--- src/source/rx_dsp_pkg.sv ---
/*
 * rx dsp shared types
 * sample pairs, settings bus, channel configuration and register map
 */
package rx_dsp_pkg;

   typedef struct packed {
      logic signed [17:0] i;
      logic signed [17:0] q;
   } iq18_t;   // adc side pair

   typedef struct packed {
      logic signed [25:0] i;
      logic signed [25:0] q;
   } iq26_t;   // cic internal pair

   typedef struct packed {
      logic signed [15:0] i;
      logic signed [15:0] q;
   } iq16_t;   // output pair

   typedef struct packed {
      logic        stb;
      logic [7:0]  addr;
      logic [31:0] data;
   } set_bus_t;

   typedef struct packed {
      logic [31:0]        phase_inc;
      logic signed [15:0] gain_i;     // Q2.14
      logic signed [15:0] gain_q;     // Q2.14
      logic [3:0]         decim_m1;   // rate minus one
   } rx_cfg_t;

   // register offsets from base
   localparam int REG_PHASE = 0;
   localparam int REG_GAIN  = 1;
   localparam int REG_DECIM = 2;

   localparam int GAIN_SHIFT = 14;   // gain fraction bits
   localparam int OUT_SHIFT  = 10;   // bits dropped at output

endpackage

--- src/source/rx_cic_decim.sv ---
/*
 * rx cic decimator, one rail
 * two integrators at input rate, two combs once per R inputs,
 * runtime rate of 1 to 16, steady gain R squared
 */
`timescale 1ns/1ns

module rx_cic_decim #(
   parameter int IN_W  = 18,
   parameter int ACC_W = 26
) (
   input  logic                    clk,
   input  logic                    rst,
   input  logic                    i_run,
   input  logic [3:0]              i_decim_m1,
   input  logic signed [IN_W-1:0]  i_data,
   output logic signed [ACC_W-1:0] o_data,
   output logic                    o_strobe
);

   logic signed [ACC_W-1:0] in_ext;
   logic signed [ACC_W-1:0] integ1;
   logic signed [ACC_W-1:0] integ2;
   logic signed [ACC_W-1:0] comb1_dly;
   logic signed [ACC_W-1:0] comb2_dly;
   logic signed [ACC_W-1:0] comb1;
   logic signed [ACC_W-1:0] comb2;
   logic [3:0]              cnt;
   logic                    dump;

   assign in_ext = i_data;   // sign extend

   // >= so a rate lowered mid run does not wrap through 15
   assign dump = (cnt >= i_decim_m1);

   // comb differences, wrap arithmetic is intended
   assign comb1 = integ2 - comb1_dly;
   assign comb2 = comb1 - comb2_dly;

   always_ff @(posedge clk) begin
      if (rst || !i_run) begin
         integ1    <= '0;
         integ2    <= '0;
         comb1_dly <= '0;
         comb2_dly <= '0;
         cnt       <= '0;
         o_data    <= '0;
         o_strobe  <= 1'b0;
      end else begin
         integ1   <= integ1 + in_ext;
         integ2   <= integ2 + integ1;
         o_strobe <= dump;   // once every R clocks
         if (dump) begin
            cnt       <= '0;
            comb1_dly <= integ2;
            comb2_dly <= comb1;
            o_data    <= comb2;
         end else begin
            cnt <= cnt + 4'd1;
         end
      end
   end

endmodule

--- src/source/rx_dsp_core.sv ---
/*
 * rx dsp core, one receive channel
 * settings, gain, quadrant mixer, cic decimation and rounding to 16 bit I/Q
 */
`timescale 1ns/1ns

module rx_dsp_core
   import rx_dsp_pkg::*;
#(
   parameter int BASE = 160
) (
   input  logic     clk,
   input  logic     rst,
   input  set_bus_t i_set,
   input  iq18_t    i_adc,
   input  logic     i_run,
   output iq16_t    o_sample,
   output logic     o_strobe
);

   rx_cfg_t cfg;
   iq18_t   scaled;
   iq18_t   mixed;
   iq26_t   cic_data;   // decimated I/Q rails
   logic    cic_stb;

   rx_setting_regs #(.BASE(BASE)) regs0 (
      .clk   (clk),
      .rst   (rst),
      .i_set (i_set),
      .o_cfg (cfg)
   );

   rx_gain_scale gain0 (
      .clk      (clk),
      .rst      (rst),
      .i_adc    (i_adc),
      .i_gain_i (cfg.gain_i),
      .i_gain_q (cfg.gain_q),
      .o_iq     (scaled)
   );

   rx_quadrant_mixer mix0 (
      .clk         (clk),
      .rst         (rst),
      .i_run       (i_run),
      .i_phase_inc (cfg.phase_inc),
      .i_iq        (scaled),
      .o_iq        (mixed)
   );

   rx_cic_decim #(.IN_W(18), .ACC_W(26)) cic_i (
      .clk        (clk),
      .rst        (rst),
      .i_run      (i_run),
      .i_decim_m1 (cfg.decim_m1),
      .i_data     (mixed.i),
      .o_data     (cic_data.i),
      .o_strobe   (cic_stb)
   );

   // shares rate and run with cic_i so its strobe stays open
   rx_cic_decim #(.IN_W(18), .ACC_W(26)) cic_q (
      .clk        (clk),
      .rst        (rst),
      .i_run      (i_run),
      .i_decim_m1 (cfg.decim_m1),
      .i_data     (mixed.q),
      .o_data     (cic_data.q),
      .o_strobe   ()
   );

   rx_round_out round0 (
      .clk      (clk),
      .rst      (rst),
      .i_strobe (cic_stb),
      .i_i      (cic_data.i),
      .i_q      (cic_data.q),
      .o_sample (o_sample),
      .o_strobe (o_strobe)
   );

endmodule

--- src/source/rx_gain_scale.sv ---
/*
 * rx gain stage
 * scales I and Q by signed Q2.14 gains and saturates to 18 bits
 */
`timescale 1ns/1ns

module rx_gain_scale
   import rx_dsp_pkg::*;
(
   input  logic               clk,
   input  logic               rst,
   input  iq18_t              i_adc,
   input  logic signed [15:0] i_gain_i,
   input  logic signed [15:0] i_gain_q,
   output iq18_t              o_iq
);

   localparam logic signed [33:0] SAT_HI = 34'sd131071;
   localparam logic signed [33:0] SAT_LO = -34'sd131072;

   // one multiplier rail, full product then shift and clamp
   function automatic logic signed [17:0] scale_sat(input logic signed [17:0] x,
                                                    input logic signed [15:0] g);
      logic signed [33:0] prod;
      logic signed [33:0] shifted;
      prod    = x * g;
      shifted = prod >>> GAIN_SHIFT;
      if (shifted > SAT_HI)
         return 18'sh1FFFF;
      else if (shifted < SAT_LO)
         return 18'sh20000;
      return shifted[17:0];
   endfunction

   always_ff @(posedge clk) begin
      if (rst) begin
         o_iq <= '0;
      end else begin
         o_iq.i <= scale_sat(i_adc.i, i_gain_i);
         o_iq.q <= scale_sat(i_adc.q, i_gain_q);
      end
   end

endmodule

--- src/source/rx_quadrant_mixer.sv ---
/*
 * rx quadrant mixer
 * phase accumulator plus exact I/Q rotation in 90 degree steps
 */
`timescale 1ns/1ns

module rx_quadrant_mixer
   import rx_dsp_pkg::*;
(
   input  logic        clk,
   input  logic        rst,
   input  logic        i_run,
   input  logic [31:0] i_phase_inc,
   input  iq18_t       i_iq,
   output iq18_t       o_iq
);

   logic [31:0] phase;
   iq18_t       rotated;

   // -(-131072) has no 18 bit form, clamp it
   function automatic logic signed [17:0] neg_sat(input logic signed [17:0] x);
      if (x == 18'sh20000)
         return 18'sh1FFFF;
      return -x;
   endfunction

   // quadrant from the phase held before this cycle's add
   always_comb begin
      case (phase[31:30])
         2'd0: begin
            rotated.i = i_iq.i;
            rotated.q = i_iq.q;
         end
         2'd1: begin
            rotated.i = neg_sat(i_iq.q);
            rotated.q = i_iq.i;
         end
         2'd2: begin
            rotated.i = neg_sat(i_iq.i);
            rotated.q = neg_sat(i_iq.q);
         end
         default: begin
            rotated.i = i_iq.q;
            rotated.q = neg_sat(i_iq.i);
         end
      endcase
   end

   always_ff @(posedge clk) begin
      if (rst) begin
         phase <= '0;
         o_iq  <= '0;
      end else begin
         if (!i_run)
            phase <= '0;   // first sample after run uses quadrant 0
         else
            phase <= phase + i_phase_inc;
         o_iq <= rotated;
      end
   end

endmodule

--- src/source/rx_round_out.sv ---
/*
 * rx output rounding
 * rounds half up, saturates to 16 bits and delays the strobe one cycle
 */
`timescale 1ns/1ns

module rx_round_out
   import rx_dsp_pkg::*;
(
   input  logic               clk,
   input  logic               rst,
   input  logic               i_strobe,
   input  logic signed [25:0] i_i,
   input  logic signed [25:0] i_q,
   output iq16_t              o_sample,
   output logic               o_strobe
);

   localparam logic signed [26:0] OUT_MAX  = 27'sd32767;
   localparam logic signed [26:0] OUT_MIN  = -27'sd32768;
   localparam logic signed [26:0] HALF_LSB = 27'sd1 <<< (OUT_SHIFT - 1);

   function automatic logic signed [15:0] round_sat(input logic signed [25:0] x);
      logic signed [26:0] biased;
      logic signed [26:0] shifted;
      biased  = x;   // one guard bit for the add
      biased  = biased + HALF_LSB;
      shifted = biased >>> OUT_SHIFT;
      if (shifted > OUT_MAX)
         return 16'sh7FFF;
      else if (shifted < OUT_MIN)
         return 16'sh8000;
      return shifted[15:0];
   endfunction

   always_ff @(posedge clk) begin
      if (rst) begin
         o_sample <= '0;
         o_strobe <= 1'b0;
      end else begin
         o_strobe <= i_strobe;
         if (i_strobe) begin   // hold between outputs
            o_sample.i <= round_sat(i_i);
            o_sample.q <= round_sat(i_q);
         end
      end
   end

endmodule

--- src/source/rx_setting_regs.sv ---
/*
 * rx settings registers
 * decodes settings bus writes at BASE into the channel configuration
 */
`timescale 1ns/1ns

module rx_setting_regs
   import rx_dsp_pkg::*;
#(
   parameter int BASE = 160
) (
   input  logic     clk,
   input  logic     rst,
   input  set_bus_t i_set,
   output rx_cfg_t  o_cfg
);

   localparam logic [7:0] ADDR_PHASE = 8'(BASE + REG_PHASE);
   localparam logic [7:0] ADDR_GAIN  = 8'(BASE + REG_GAIN);
   localparam logic [7:0] ADDR_DECIM = 8'(BASE + REG_DECIM);

   logic wr_phase;
   logic wr_gain;
   logic wr_decim;

   assign wr_phase = i_set.stb && (i_set.addr == ADDR_PHASE);
   assign wr_gain  = i_set.stb && (i_set.addr == ADDR_GAIN);
   assign wr_decim = i_set.stb && (i_set.addr == ADDR_DECIM);

   always_ff @(posedge clk) begin
      if (rst) begin
         o_cfg <= '0;   // R = 1, gain 0
      end else begin
         if (wr_phase)
            o_cfg.phase_inc <= i_set.data;
         if (wr_gain) begin
            o_cfg.gain_i <= i_set.data[31:16];
            o_cfg.gain_q <= i_set.data[15:0];
         end
         if (wr_decim)
            o_cfg.decim_m1 <= i_set.data[3:0];
      end
   end

endmodule
--- config.mk ---
export PLATFORM = sky130hd
export DESIGN_NAME = rx_dsp_core
export DESIGN_NICKNAME = d
export VERILOG_FILES = /design/src/source/rx_dsp_pkg.sv /design/src/source/rx_cic_decim.sv /design/src/source/rx_dsp_core.sv /design/src/source/rx_gain_scale.sv /design/src/source/rx_quadrant_mixer.sv /design/src/source/rx_round_out.sv /design/src/source/rx_setting_regs.sv
export SDC_FILE = /design/constraint.sdc
export NUM_CORES = 2
export LEC_CHECK = 0
export BUFFER_PORTS_ARGS = -buffer_cell sky130_fd_sc_hd__buf_4
export CORE_ASPECT_RATIO = 0.6
export CORE_MARGIN = 3
export CORE_UTILIZATION = 56
export CTS_BUF_LIST = sky130_fd_sc_hd__clkbuf_16
export DETAILED_ROUTE_END_ITERATION = 6
export MAX_ROUTING_LAYER = met4
export PLACE_DENSITY = 0.77
export SLEW_MARGIN = 5
export SYNTH_ARGS = -nofsm -noshare
export SYNTH_HDL_FRONTEND = slang
export SYNTH_SLANG_ARGS = --single-unit
--- constraint.sdc ---
create_clock -name clk -period 12.7 [get_ports clk]
set_clock_uncertainty 0.1 [all_clocks]
set_input_delay 0.635 -clock clk [delete_from_list [all_inputs] [get_ports clk]]
set_output_delay 0.635 -clock clk [all_outputs]
set_load 0.05 [all_outputs]
==> run summary <==
Number of clock sinks -> 456
Total wirelength of the detailed-routed design -> 111000 microns
Count of final max-slew check failures -> 0
Kind of critical path -> reg2reg
Fin nets -> 6539
Cell Pwr Density -> 62.9 nW/um^2
Number of iterations in the first detailed-routing pass -> 7
Leakage dissipation -> 23.5 nW
WP buf/inv -> 5
CP max stage delay -> 0.93 ns
Power after layout -> 3.13 mW
Fraction of synthesized cell area taken by the top area cell type -> 25.0%
Post-synthesis cell count -> 5502
Die span in x -> 379 microns
Worst min path class -> in2reg
Count of nets left with antenna violations after detail routing -> 0
RePlAce Congestion -> 0.949
# setup viols final -> 0
Result of the run -> finished, final reports clean
CTS Hold Buffers Added -> 0
Synthesis warning total -> 0
Share of power burned in registers -> 47.0%
Actual transition at the worst max-transition pin -> 1.10 ns
# IOs -> 113
Total count of hold-check failures in the final report -> 0
Net Count, Synth -> 6576
Clock Tree Root -> clkbuf_16
Worst-case clock buffer depth -> 3
Avg Inst Size Synth -> 8.50 sq um
Vias -> 36.5k
Net Sw Frac -> 26.9%
Initial DRC Count -> 3100
Post-detail-place hpwl -> 85300 microns
Tmin final -> 8.07 ns
Diodes inserted -> 0
Power share of the combinational group -> 10.5%
Hold_ws -> 0.169 ns
Seq cells post-synth -> 456
Part of the Yosys area used for sequential elements -> 19.5%
Normalized max-slew margin -> 25.1%
Slowest cell on the critical path -> o31ai_2
Clock tree from TritonCTS -> done
H-tree depth reported by CTS -> 2
Fmax -> 124 MHz
Cell repeated most along the worst path -> fa_1
Routed len/inst -> 16.8 microns
Core area -> 82100 sq um
Die ar. -> 87200 sq um
Most frequent cell after synthesis -> inv_1
Post-synthesis to final-layout area growth -> 6.35%
Number of clock buffers inserted by TritonCTS -> 46
Int Power -> 2.29 mW
Logic depth of the worst setup path including buffers -> 25
Most area-consuming cells after synthesis -> fa_1, dfxtp_1, ha_1, inv_1, nand2_1
First-pass GRT wire length -> 185000 microns
Most common flop cell mapped by yosys -> dfxtp_1
Post-synthesis instance area -> 46800 sq um
Setup TNS -> 0 ns
Overflow left after global routing -> 0
Sw Pwr -> 0.843 mW
Number of instances on the worst hold path -> 3
Clock Power Share -> 42.5%
Number of global-route vias before repair -> 36.2k
Share of post-route cells with drive strength above 1 -> 4.69%
Count of input and output buffers -> 112
Max-cap violations -> 0
Final critical-path share of the clock period -> 63.6%
Async set or reset register ratio after synthesis -> 0%
Die H -> 230 microns
Largest net degree at the start of global routing -> 83
CP delay by family, top -> adder cells
Largest fanout of any net on the critical path -> 19
Max VDD drop -> 0.0000803 V
Post-synthesis cell type with the largest combined area -> fa_1
Clk Latency, worst-skew pair -> 0.62 ns
Depth of the worst register-to-register path -> 25
Starting density of the core -> 57.0%
Worst-path clk slew -> 0.07 ns
Number of enable-type register cells in the synthesized netlist -> 0
Required time worst endpoint -> 13.14 ns
Number of design rule violations left after detail routing -> 0
Worst R2R Setup Slack -> 4.63 ns
Gr usage total -> 26.6%
PostCTS Resize Cnt -> 0
CP startpoint kind -> register
Unrepaired setup endpoints after global routing -> no
Cell variety after synth -> 85
Placement Rows -> 81
Vias per Instance -> 5.55
Crit path DAT -> 8.51 ns
Antenna violations before repair -> 2
Most instantiated cells after synthesis -> inv_1, nand2_1, fa_1
Endpoint class of the critical path -> register
Number of buffers inserted by post-CTS setup repair -> 0
==> through the flow <==
stage | util (%) | instance area, sq um | cells | setup WS, ns
floorplan | - | 46800 | 5502 | 5.43
global placement | 58.9 | 48300 | 6496 | 4.75
detailed placement | 58.9 | 48300 | 6496 | 4.58
CTS | 60.6 | 49800 | 6580 | 4.64
global route | 60.6 | 49800 | 6580 | 4.21
finish | 60.6 | 49800 | 6580 | 4.63
==> routing by layer <==
| metal | vias to the layer above | share of wire [%] | track usage (%) |
|---|---|---|---|
| li1 | 17500 | - | - |
| met1 | 17600 | 47 | 39.0 |
| met2 | 1228 | 42 | 38.3 |
| met3 | 149 | 8.5 | 5.45 |
| met4 | 0 | 1.9 | 5.19 |
| met5 | - | 0 | - |
==> cells in the final DEF, fill, tap and decap left out, drive strengths merged, types with 23 or more instances in the layout <==
| cell type | instances |
|---|---|
| nor2 | 344 |
| a211oi | 46 |
| nand2 | 750 |
| a21o | 101 |
| and2 | 292 |
| xor2 | 104 |
| o21ai | 145 |
| nand2b | 44 |
| dfxtp | 456 |
| clkbuf | 47 |
| a31oi | 23 |
| ha | 409 |
| or3 | 30 |
| nor3 | 91 |
| nor2b | 61 |
| o21a | 39 |
| xnor2 | 176 |
| inv | 853 |
| and3 | 41 |
| o21bai | 24 |
| a21oi | 393 |
| fa | 585 |
| buf | 131 |
| nand3 | 71 |
==> power groups by stage <==
| stage | clock, mW | sequential (mW) | combinational (mW) |
|---|---|---|---|
| after CTS | 1.36 | 1.47 | 0.323 |
| after floorplan | 0 | 1.52 | 0.204 |
| after global placement | 0 | 1.50 | 0.316 |
| after global routing | 1.42 | 1.47 | 0.359 |
| final | 1.33 | 1.47 | 0.328 |
| after detailed placement | 0 | 1.50 | 0.321 |
==> area by class of cell <==
type	count	area, sq um
Clock buffer	47	1180
Clock inverter	37	241
Fill cell	6987	32300
Inverter	839	3150
Multi-Input combinational cell	3991	33700
Sequential cell	456	9130
Tap cell	1079	1350
Timing Repair Buffer	131	983
==> sequential cells by signal (all words and copies together) (netlist names), 26 cells and up <==
signal,count
cic_q.integ1,26
cic_i.integ2,26
regs0.o_cfg,68
cic_q.comb2_dly,26
cic_i.comb2_dly,26
round0.o_sample,32
cic_i.integ1,26
mix0.o_iq,36
cic_q.integ2,26
cic_q.comb1_dly,26
cic_i.comb1_dly,26
mix0.phase,32
gain0.o_iq,36
==> worst paths after layout <==
path / startpoint / endpoint
worst max-delay path: regs0.o_cfg[11] / gain0.o_iq[16]
worst min register to register: cic_i.comb2_dly[1] / cic_i.comb2_dly[1]
worst min-delay path: i_set[10] / regs0.o_cfg[46]
worst max register to register: regs0.o_cfg[11] / gain0.o_iq[16]
==> cells by family after synthesis <==
| kind of cell | share of synthesized area [%] |
|---|---|
| DFF | 19.5 |
| adders and majority gates | 36.0 |
| muxes | 1.10 |
| AOI/OAI and AO/OA | 12.0 |
| buffers and inverters | 8.50 |
| xor gates and xnor gates | 5.26 |
| and+or+nand+nor | 17.6 |
==> worst min-delay path, delay by kind of cell <==
kind	cells	cell delay (ns)
compound gates	1	0.05
simple gates	1	0.05
buf+inv	1	0.11
Note: power is estimated with default switching activity, not from simulation.
